==> src/ooo_pkg.sv <==
package ooo_pkg;

    // Machine sizes
    localparam int ARCH_REGS  = 32;
    localparam int PR_ENTRIES = 64;
    localparam int PR_W       = 6;
    localparam int ROB_DEPTH  = 8;
    localparam int ROB_W      = 3;
    localparam int RS_SIZE    = 4;
    localparam int RS_W       = 2;
    localparam int IQ_DEPTH   = 4;
    localparam int IQ_W       = 2;
    // Free list covers the registers left over after the reset identity map
    localparam int FL_DEPTH   = PR_ENTRIES - ARCH_REGS;
    localparam int FL_W       = 5;

    typedef enum logic [2:0] {
        ADD,
        SUB,
        AND,
        OR,
        XOR,
        SLL,
        SRL,
        SLT
    } alu_op_e;

    // Decoded op as it enters the core
    typedef struct packed {
        alu_op_e     op;
        logic [4:0]  rd;
        logic [4:0]  rs1;
        logic [4:0]  rs2;
        logic [31:0] imm;
        // Operand b comes from imm instead of rs2
        logic        use_imm;
    } uop_t;

    // Op after rename, sent to ROB and reservation table
    typedef struct packed {
        uop_t             uop;
        logic [PR_W-1:0]  prd;
        logic [PR_W-1:0]  prs1;
        logic [PR_W-1:0]  prs2;
        logic [PR_W-1:0]  old_prd;
        logic [ROB_W-1:0] rob_id;
    } dispatch_t;

    // Issued op with operand values resolved
    typedef struct packed {
        alu_op_e          op;
        logic [31:0]      a;
        logic [31:0]      b;
        logic [PR_W-1:0]  prd;
        logic [ROB_W-1:0] rob_id;
    } fu_input_t;

    typedef struct packed {
        logic             valid;
        logic [PR_W-1:0]  prd;
        logic [ROB_W-1:0] rob_id;
        logic [31:0]      value;
    } cdb_t;

    typedef struct packed {
        logic [4:0]  rd;
        logic [31:0] value;
        // Program order count from 0
        logic [31:0] seq;
    } commit_t;

endpackage

==> src/inst_queue.sv <==
`timescale 1ns/1ps

module inst_queue (
    input  logic          clk,
    input  logic          rst,
    input  logic          push,
    input  ooo_pkg::uop_t in_uop,
    output logic          full,
    input  logic          pop,
    output ooo_pkg::uop_t head,
    output logic          empty
);

    ooo_pkg::uop_t mem [ooo_pkg::IQ_DEPTH];
    logic [ooo_pkg::IQ_W-1:0] rd_ptr;
    logic [ooo_pkg::IQ_W-1:0] wr_ptr;
    logic [ooo_pkg::IQ_W:0]   count;

    assign full  = count == ooo_pkg::IQ_DEPTH;
    assign empty = count == '0;
    // Head is visible to rename without a read cycle
    assign head  = mem[rd_ptr];

    always_ff @(posedge clk) begin
        if (push) begin
            mem[wr_ptr] <= in_uop;
        end
    end

    always_ff @(posedge clk) begin
        if (rst) begin
            rd_ptr <= '0;
            wr_ptr <= '0;
            count  <= '0;
        end else begin
            // Pointers wrap on their own, depth is a power of two
            if (push) begin
                wr_ptr <= wr_ptr + 1'b1;
            end
            if (pop) begin
                rd_ptr <= rd_ptr + 1'b1;
            end
            count <= count + (ooo_pkg::IQ_W+1)'(push) - (ooo_pkg::IQ_W+1)'(pop);
        end
    end

    // Core gates push with in_ready and rename gates pop with empty
    assert property (@(posedge clk) disable iff (rst) push |-> !full);
    assert property (@(posedge clk) disable iff (rst) pop |-> !empty);

endmodule

==> config.mk <==
export PLATFORM = sky130hd
export DESIGN_NAME = inst_queue
export DESIGN_NICKNAME = d
export VERILOG_FILES = /design/src/ooo_pkg.sv /design/src/inst_queue.sv
export SDC_FILE = /design/constraint.sdc
export NUM_CORES = 1
export LEC_CHECK = 0
export BUFFER_PORTS_ARGS = -buffer_cell sky130_fd_sc_hd__buf_2
export CAP_MARGIN = 20
export CORE_ASPECT_RATIO = 0.6
export CORE_MARGIN = 3
export CORE_UTILIZATION = 35
export CTS_CLUSTER_SIZE = 30
export DETAILED_ROUTE_END_ITERATION = 6
export SYNTH_ARGS = -nofsm -noshare
export SYNTH_HDL_FRONTEND = slang
export SYNTH_SLANG_ARGS = --single-unit
==> constraint.sdc <==
create_clock -name clk -period 2.6 [get_ports clk]
set_input_delay 0.26 -clock clk [delete_from_list [all_inputs] [get_ports clk]]
set_output_delay 0.26 -clock clk [all_outputs]
set_load 0.1 [all_outputs]
==> flow_summary.yaml, run 1 <==
power:
  vdd_drop_max_mv: 0.551
  combPwrFrac_pct: 19.5
  seqPwrFrac_pct: 45.7
  power_density_nw_per_um2: 886
  p_leak_nw: 3.36
  total_power_mw: 8.73
  power.switching_mw: 2.51
  switching_share_pct: 28.8
  p_int_mw: 6.22
  pwr-share-clk_pct: 34.8
logic_synthesis:
  synth_sequential_area_ratio_pct: 80.3
  synth_compound_area_share_pct: 0.191
  synth.distinct_cells: 22
  synth_nets: 371
  synth-seq-cells: 213
  synth.avg_cell_area_um2: 25.4
  synth_top_family_by_area: "multiplexers"
  yosys-mux-area-fraction_pct: 14.8
  yosys.area_share.simple_pct: 0.955
  yosys_warnings: 0
  synth_xor_area_share_pct: 0.525
  synthAdderAreaFrac_pct: 1.21
  syn-cell-area_um2: 7860
  synthCells: 309
timing:
  layout_setup_ws_ns: 0.169
  slew_violations: 0
  period_minus_slack_ns: 2.43
  fin_crit_sh_pct: 93.5
  tns_ns: 0
  setup_viol: 0
  hold_viol_final: 0
  final.setup_skew_ns: 0.00623
  timing.hold.ws_ns: 0.0206
  worstMarginPinSlew_ns: 0.503
  max_freq_ghz: 0.411
  max_slew_margin_pct: 66.7
  rsz0062_at_grt: "false"
layout:
  fillers: 1819
  nets: 539
  final_common_cell: "edfxtp_1"
  drive_above_1_share_pct: 41.3
  final_cell_mix: "edfxtp_1, buf_2, mux4_2"
  syn_to_final_growth_pct: 25.4
  antenna_cells: 0
  final_area_um2: 9850
detailed_routing:
  routed.top_layer: "met4"
  drt-met1-wl_um: 6840
  firstDrtPassIters: 6
  wl_met2_um: 6620
  post-route-drc-count: 0
  post_drt_via_cell_ratio: 4.84
  routedWlPerCell_um: 18.9
  drtIter0Drc: 164
  wirelength_um: 14500
  vias: 3717
  dr_wl_met3_um: 798
  ant_nets: 0
cts:
  ctsHoldBuffers: 42
  insertion_delay_ns: 0.48
  htree_levels: 1
  cts_resized: 0
  cts_buffers: 21
  clkTransAtPathRegs_ns: 0.06
  root_buffer: "clkbuf_16"
  cts_setup_buffers: 0
  cts_buffer_depth: 3
  cts.sinks: 213
  cts_tree: "done"
setup_path:
  path_class: "flop to primary output"
  crit_chain: "buf_4, mux4_2, buf_2"
  required_ns: 2.34
  reg2reg_depth: 7
  cp.arrival_ns: 2.17
  slowest_delay_ns: 0.61
  endpoint_kind: "primary output"
  cp-start-kind: "flop"
  path_max_fanout: 23
  cpMaxStageDelayCell: "mux4_2"
grt:
  grt_pass1_wl_um: 22400
  grt_max_degree: 52
  grt_pass1_vias: 3922
  grt_usage_pct: 12.1
  antenna_found_initial: 0
  overflow: 0
floorplan:
  die_width_um: 199
  dieArea_um2: 24300
  die_h_um: 122
  initial_utilization_pct: 36.5
  core_um2: 21500
  row_count: 41
  pin_count: 108
run_status:
  status: "completed"
placement:
  pre_cts_slack_ns: 0.612
  dpl_cell_area_um2: 8740
  place_congestion: 0.639
  hpwl_um: 8380
  portBuffers: 107
hold_path:
  whs_path_depth: 1
  hold_class: "primary input to flop"
flow_run:
  cap_violations: 0
==> cell families (layout without fill, tap and decap cells) <==
logic type / Yosys count / after routing
xor gates and xnor gates: 3 / 3
buffers and inverters: 18 / 198
AOI/OAI and AO/OA: 2 / 2
muxes: 52 / 52
adders and majority gates: 7 / 7
DFF: 213 / 213
and+or+nand+nor: 14 / 14
==> routing by layer <==
metal / GRT usage (%) / up-vias
met4: 2.44 / 0
li1: - / 1644
met2: 18.9 / 102
met5: 0 / -
met1: 17.6 / 1948
met3: 2.71 / 23
==> power groups by stage <==
stage / Combinational [mW] / Clock [mW] / Sequential, mW
final: 1.70 / 3.04 / 3.99
after global routing: 1.78 / 3.28 / 4.00
after CTS: 1.73 / 3.13 / 3.99
after detailed placement: 1.68 / 0 / 4.06
after global placement: 1.66 / 0 / 4.05
after floorplan: 1.39 / 0 / 4.05
==> registers in the layout, summed over array words and instances, names as in the netlist, named ones only <==
register / flops
count: 3
mem: 204
rd_ptr: 2
wr_ptr: 2
==> final cells by class <==
| cell class | count | area [µm²] | area share [%] |
|---|---|---|---|
| Tap cell | 279 | 349 | 3.54 |
| Clock buffer | 25 | 541 | 5.49 |
| Inverter | 6 | 22.5 | 0.229 |
| Multi-Input combinational cell | 78 | 1400 | 14.2 |
| Sequential cell | 213 | 6310 | 64.1 |
| Timing Repair Buffer | 157 | 1080 | 10.9 |
| Clock inverter | 10 | 151 | 1.54 |
==> synthesized netlist by cell type <==
| cell type | n | share of area (%) |
|---|---|---|
| nand3b_1 | 1 | 0.096 |
| dfxtp_1 | 9 | 2.3 |
| mux4_2 | 50 | 14 |
| mux4_1 | 1 | 0.33 |
| nor2b_1 | 2 | 0.16 |
| a21bo_2 | 1 | 0.13 |
| xor3_1 | 1 | 0.30 |
| nor3_1 | 1 | 0.064 |
| buf_6 | 1 | 0.14 |
| and2_1 | 4 | 0.32 |
| fa_1 | 1 | 0.25 |
| and3_1 | 1 | 0.080 |
| nor2_1 | 5 | 0.24 |
| edfxtp_1 | 204 | 78 |
| xnor2_1 | 2 | 0.22 |
| buf_1 | 1 | 0.048 |
| ha_1 | 6 | 0.96 |
| inv_1 | 6 | 0.29 |
| buf_2 | 5 | 0.32 |
| mux2i_1 | 1 | 0.13 |
| a21oi_1 | 1 | 0.064 |
| buf_12 | 5 | 1.3 |
==> through the flow <==
| step | cells | util, % |
|---|---|---|
| floorplan | 309 | - |
| global placement | 691 | 40.6 |
| detailed placement | 691 | 40.6 |
| CTS | 768 | 45.7 |
| global route | 768 | 45.7 |
| finish | 768 | 45.7 |
==> worst max-delay path, delay by kind of cell (launching register included) <==
family,cells,cell delay (ns)
buffers and inverters,2,0.73
DFF,1,0.35
muxes,1,0.61
==> worst paths after layout <==
kind | slack [ns] | startpoint | end
hold reg to reg | 0.54 | rd_ptr[1]$_SDFFE_PP0P_ | flop
setup reg to reg | 0.82 | count[0]$_SDFF_PP0_ | count[2]$_SDFF_PP0_
hold / removal | 0.02 | in_uop[13] | mem[2][13]$_DFFE_PP_
setup / recovery | 0.17 | flop | head[37]
Note: power is estimated with default switching activity, not from simulation.
==> run 2, diff against run 1 <==
--- a/config.mk
+++ b/config.mk
@@ -7,7 +7,7 @@
 export LEC_CHECK = 0
 export BUFFER_PORTS_ARGS = -buffer_cell sky130_fd_sc_hd__buf_2
 export CAP_MARGIN = 20
-export CORE_ASPECT_RATIO = 0.6
+export CORE_ASPECT_RATIO = 1.1
 export CORE_MARGIN = 3
 export CORE_UTILIZATION = 35
 export CTS_CLUSTER_SIZE = 30
@@ -15,3 +15,4 @@
 export SYNTH_ARGS = -nofsm -noshare
 export SYNTH_HDL_FRONTEND = slang
 export SYNTH_SLANG_ARGS = --single-unit
+export TNS_END_PERCENT = 1
==> run 2 against run 1 <==
Critical path depth unchanged. Clock skew rose by 0.0027 ns. Die area decreased by 0.23%. Clock power fell by 4%. Global-route usage barely moved. Flip-flop and latch count unchanged. Sequential power about the same. Setup slack lost 0.027 ns. Cell count is 2.6% higher. Register-to-register slack lost 0.05 ns. Power decreased by 1.5%. Critical path type unchanged. Clock-buffer cell count is 1 higher.
==> flow_summary.yaml, run 2 (same netlist as run 1, synthesis figures left out) <==
placement:
  place_inst: 697
  pre_cts_slack_ns: 0.616
  place_congestion: 0.648
  portBuffers: 107
  hpwl_um: 8470
power:
  vdd_drop_max_mv: 0.545
  pwr-share-clk_pct: 33.8
  total_power_mw: 8.60
  p_int_mw: 6.06
  seqPwrFrac_pct: 46.7
  switching_share_pct: 29.5
  power_density_nw_per_um2: 870
  combPwrFrac_pct: 19.5
  power.switching_mw: 2.54
  p_leak_nw: 3.36
layout:
  fillers: 1885
  ff_latch_area_um2: 6310
  largest_register_ffs: 204
  multi_input_area_um2: 1400
  fin_cells: 788
  final_cell_mix: "edfxtp_1, buf_2, dlygate4sd3_1"
  top_regs: "mem x204, count x3"
  final_common_cell: "edfxtp_1"
  syn_to_final_growth_pct: 25.8
  nets: 544
  regMostFlops: "mem"
  drive_above_1_share_pct: 39.6
setup_path:
  cp-start-kind: "flop"
  cp-endpoint: "head[6]"
  critical_path_depth: 3
  rr_startpoint: "count[0]$_SDFF_PP0_"
  crit_chain: "buf_12, mux4_2, buf_2"
  r2r_end: "count[2]$_SDFF_PP0_"
  slowest_delay_ns: 0.57
  cpMaxStageDelayCell: "dfxtp_4"
  reg2reg_depth: 7
  required_ns: 2.34
  path_class: "flop to primary output"
  cp_top_family: "flip-flops"
  cp.buffers_inverters: 2
  path_max_fanout: 19
  cp.arrival_ns: 2.20
  reg2reg_slack_ns: 0.77
  endpoint_kind: "primary output"
detailed_routing:
  post-route-drc-count: 0
  drtIter0Drc: 186
  wl_met2_um: 7550
  vias: 3662
  dr_wl_met3_um: 835
  routedWlPerCell_um: 18.4
  post_drt_via_cell_ratio: 4.65
  routed.top_layer: "met5"
  drt-met1-wl_um: 5760
  wirelength_um: 14500
  ant_nets: 0
  firstDrtPassIters: 4
cts:
  cts_tree: "done"
  insertion_delay_ns: 0.49
  clkTransAtPathRegs_ns: 0.06
  htree_levels: 1
  root_buffer: "clkbuf_16"
  cts_buffers: 22
  cts.sinks: 213
  cts_buffer_depth: 3
timing:
  slew_violations: 0
  tns_ns: 0
  final.setup_skew_ns: 0.00890
  setup_viol: 0
  fin_crit_sh_pct: 94.6
  max_slew_margin_pct: 44.6
  hold_viol_final: 0
  timing.hold.ws_ns: 0.0491
  rsz0062_at_grt: "false"
  layout_setup_ws_ns: 0.141
  max_freq_ghz: 0.407
  worstMarginPinSlew_ns: 0.831
  period_minus_slack_ns: 2.46
grt:
  overflow: 0
  grt_usage_pct: 12.1
  antenna_found_initial: 2
  grt_max_degree: 52
  grt_pass1_vias: 4220
  grt_pass1_wl_um: 23000
flow_run:
  cap_violations: 0
floorplan:
  row_count: 56
  core_um2: 21700
  die_width_um: 149
  initial_utilization_pct: 36.2
  pin_count: 108
  die_h_um: 163
  dieArea_um2: 24300
run_status:
  status: "completed"
hold_path:
  hold_class: "primary input to flop"
-- run 2: changes by cell type in the layout (fill, tap and decap cells not counted), moves of 2 or more --
| cell | change |
|---|---|
| and2_2 | -4 |
| and2_4 | +4 |
| buf_12 | -2 |
| buf_4 | -3 |
| bufinv_16 | -3 |
| clkbuf_16 | +2 |
| clkinv_1 | +5 |
| clkinvlp_4 | +2 |
| dlygate4sd3_1 | +9 |
-- run 2: layer usage --
metal / track usage [%] / up-vias
met4: 3.79 / 2
met1: 14.8 / 1889
met5: 0 / -
met2: 21.4 / 93
li1: - / 1653
met3: 2.94 / 25
-- run 2: power by group through the flow --
stage	logic, mW	registers (mW)	clock network (mW)
2_1_floorplan	1.39	4.05	0
3_3_place_gp	1.62	4.08	0
3_5_place_dp	1.64	4.09	0
4_1_cts	1.70	4.02	3.01
5_1_grt	1.76	4.03	3.16
6_report	1.68	4.01	2.91
-- run 2: what timing repair did --
| item | 4_1_cts | 5_1_grt |
|---|---|---|
| hold buffers | 51 | 0 |
| buffers inserted | 0 | 0 |
| resized for setup | 0 | 0 |
| endpoints found under the hold margin | 204 | 0 |
-- run 2: through the flow --
stage | area (µm²) | utilization [%]
4_1_cts | 9880 | 45.5
3_3_place_gp | 8700 | 40.0
6_report | 9890 | 45.5
2_1_floorplan | 7860 | -
3_5_place_dp | 8700 | 40.0
5_1_grt | 9890 | 45.5
-- run 2: area by class of cell --
class,count,share of cell area (%)
multi-input cells,78,14.2
clock inverters,13,0.911
repair buffers,161,11.2
diodes,1,0.0253
clock buffers,26,5.94
flip-flops and latches,213,63.8
well taps,290,3.67
inverters,6,0.228
-- run 2: how the worst min path moves through the flow --
stage | from | end | depth (start not counted)
floorplan | rst | count[0]$_SDFF_PP0_ | 1
global placement | in_uop[17] | mem[3][17]$_DFFE_PP_ | 1
detailed placement | in_uop[19] | mem[2][19]$_DFFE_PP_ | 1
CTS | rst | count[2]$_SDFF_PP0_ | 2
global route | rst | wr_ptr[1]$_SDFFE_PP0P_ | 2
finish | rst | flop | 2
==> run 3, diff against run 2 <==
--- a/config.mk
+++ b/config.mk
@@ -9,9 +9,11 @@
 export CAP_MARGIN = 20
 export CORE_ASPECT_RATIO = 1.1
 export CORE_MARGIN = 3
-export CORE_UTILIZATION = 35
+export CORE_UTILIZATION = 50
 export CTS_CLUSTER_SIZE = 30
 export DETAILED_ROUTE_END_ITERATION = 6
+export PLACE_DENSITY = 0.71
+export RECOVER_POWER = 100
 export SYNTH_ARGS = -nofsm -noshare
 export SYNTH_HDL_FRONTEND = slang
 export SYNTH_SLANG_ARGS = --single-unit
==> run 3 against run 2 <==
Core utilization rose by 19 points. Fmax grew 1.1%. Worst hold slack got worse by 0.011 ns. Clock power is 8.9% higher. Cell area down 0.11%. Flip-flop and latch count is the same. First-iteration DRC count grew 26%. Die area is 29% lower. Critical path depth unchanged. Clock skew down 0.00053 ns. Cell count down 9.8%. Non-clock buffer count grew 18.
==> flow_summary.yaml, run 3 (same netlist as run 1, synthesis figures left out) <==
setup_path:
  cp.arrival_ns: 2.17
  required_ns: 2.34
  path_max_fanout: 15
  endpoint_kind: "primary output"
  reg2reg_depth: 4
  cp-start-kind: "flop"
  rr_startpoint: "wr_ptr[0]$_SDFFE_PP0P_"
  r2r_end: "mem[2][36]$_DFFE_PP_"
  path_class: "flop to primary output"
  reg2reg_slack_ns: 0.44
timing:
  tns_ns: 0
  hold_viol_final: 0
  fin_crit_sh_pct: 93.5
  worstMarginPinSlew_ns: 1.31
  period_minus_slack_ns: 2.43
  slew_violations: 0
  max_slew_margin_pct: 12.9
  layout_setup_ws_ns: 0.169
  final.setup_skew_ns: 0.00837
  setup_viol: 0
  max_freq_ghz: 0.411
  rsz0062_at_grt: "false"
detailed_routing:
  ant_nets: 0
  post_drt_via_cell_ratio: 5.21
  vias: 3702
  drtIter0Drc: 235
  wirelength_um: 13500
  routedWlPerCell_um: 19.0
  firstDrtPassIters: 4
  post-route-drc-count: 0
placement:
  pre_cts_slack_ns: 0.553
  place_congestion: 0.707
  dpl_cell_area_um2: 8660
  hpwl_um: 8090
  portBuffers: 107
layout:
  top_regs: "mem x204, count x3"
  final_area_um2: 9870
  final_util_pct: 64.8
  final_cell_mix: "edfxtp_1, clkbuf_1, dlygate4sd3_1"
  antenna_cells: 0
  fillers: 1059
  nets: 562
  drive_above_1_share_pct: 31.1
  syn_to_final_growth_pct: 25.7
  regMostFlops: "mem"
  largest_register_ffs: 204
  final_common_cell: "edfxtp_1"
grt:
  grt_max_degree: 47
  grt_usage_pct: 15.9
  grt_pass1_vias: 4032
  grt_pass1_wl_um: 21300
  overflow: 0
  antenna_found_initial: 0
cts:
  cts_buffer_depth: 3
  cts_buffers: 22
  clkTransAtPathRegs_ns: 0.06
  htree_levels: 1
  insertion_delay_ns: 0.49
  root_buffer: "clkbuf_16"
  cts_tree: "done"
  cts.sinks: 213
  cts_resized: 0
power:
  p_leak_nw: 3.33
  total_power_mw: 8.87
  power_density_nw_per_um2: 898
  vdd_drop_max_mv: 0.586
flow_run:
  cap_violations: 0
floorplan:
  row_count: 47
  dieArea_um2: 17300
  core_um2: 15200
  die_width_um: 126
  pin_count: 108
  initial_utilization_pct: 51.6
  die_h_um: 137
hold_path:
  whs_path_depth: 2
  hold_class: "primary input to flop"
  hp-start: "rst"
run_status:
  status: "completed"
[run 3: cell count changes in the layout (fill, tap and decap cells not counted), sizes merged]
cell / before / now
inv: 7 / 6
clkbuf: 26 / 137
buf: 110 / 24
diode: 1 / 0
bufinv: 1 / 3
clkinv: 9 / 2
clkinvlp: 2 / 1
[run 3: area by class of cell]
type                            count  area [µm²]  share of cell area, %
Clock inverter                      6         106                   1.08
Sequential cell                   213        6310                   63.9
Clock buffer                       33         643                   6.51
Tap cell                          196         245                   2.48
Inverter                            6        22.5                  0.228
Timing Repair Buffer              179        1150                   11.6
Multi-Input combinational cell     78        1400                   14.1
[run 3: per-layer routing]
metal | vias to the layer above | share of wire, % | track usage, %
met5 | - | 0 | 0
met4 | 0 | 2.4 | 5.30
met3 | 28 | 5.6 | 3.57
met2 | 106 | 51 | 26.5
met1 | 1876 | 41 | 21.1
li1 | 1692 | - | -
[run 3: through the flow]
stage	cells	hold WS, ns
floorplan	309	0.332
global placement	611	0.470
detailed placement	611	0.476
CTS	701	0.0213
global route	711	0.0475
finish	711	0.0384
[run 3: how the worst max path moves through the flow]
stage	startpoint	end	slack, ns	cells past startpoint
6_report	flop	head[25]	0.17	3
5_1_grt	flop	head[19]	0.08	3
4_1_cts	flop	head[21]	0.03	3
3_5_place_dp	flop	head[21]	0.55	3
3_3_place_gp	flop	head[21]	0.55	3
2_1_floorplan	wr_ptr[0]$_SDFFE_PP0P_	mem[2][0]$_DFFE_PP_	0.43	3
[run 3: worst max-delay path: stages (launching register included)]
cell and delay [ns]:
dfxtp_4 0.50, buf_4 0.27, mux4_2 0.52, clkbuf_2 0.38
[run 3: timing repair]
| item | 4_1_cts | 5_1_grt |
|---|---|---|
| hold endpoints to repair | 204 | 0 |
| hold buffers | 51 | 0 |
| setup endpoints to repair | 0 | 9 |
| buffers inserted | 0 | 10 |
[run 3: report_power, final]
| part | switching [mW] | total [mW] | internal, mW |
|---|---|---|---|
| combinational | 1.28 | 1.69 | 0.408 |
| clock | 1.17 | 3.17 | 2.00 |
| sequential | 0.0615 | 4.01 | 3.95 |
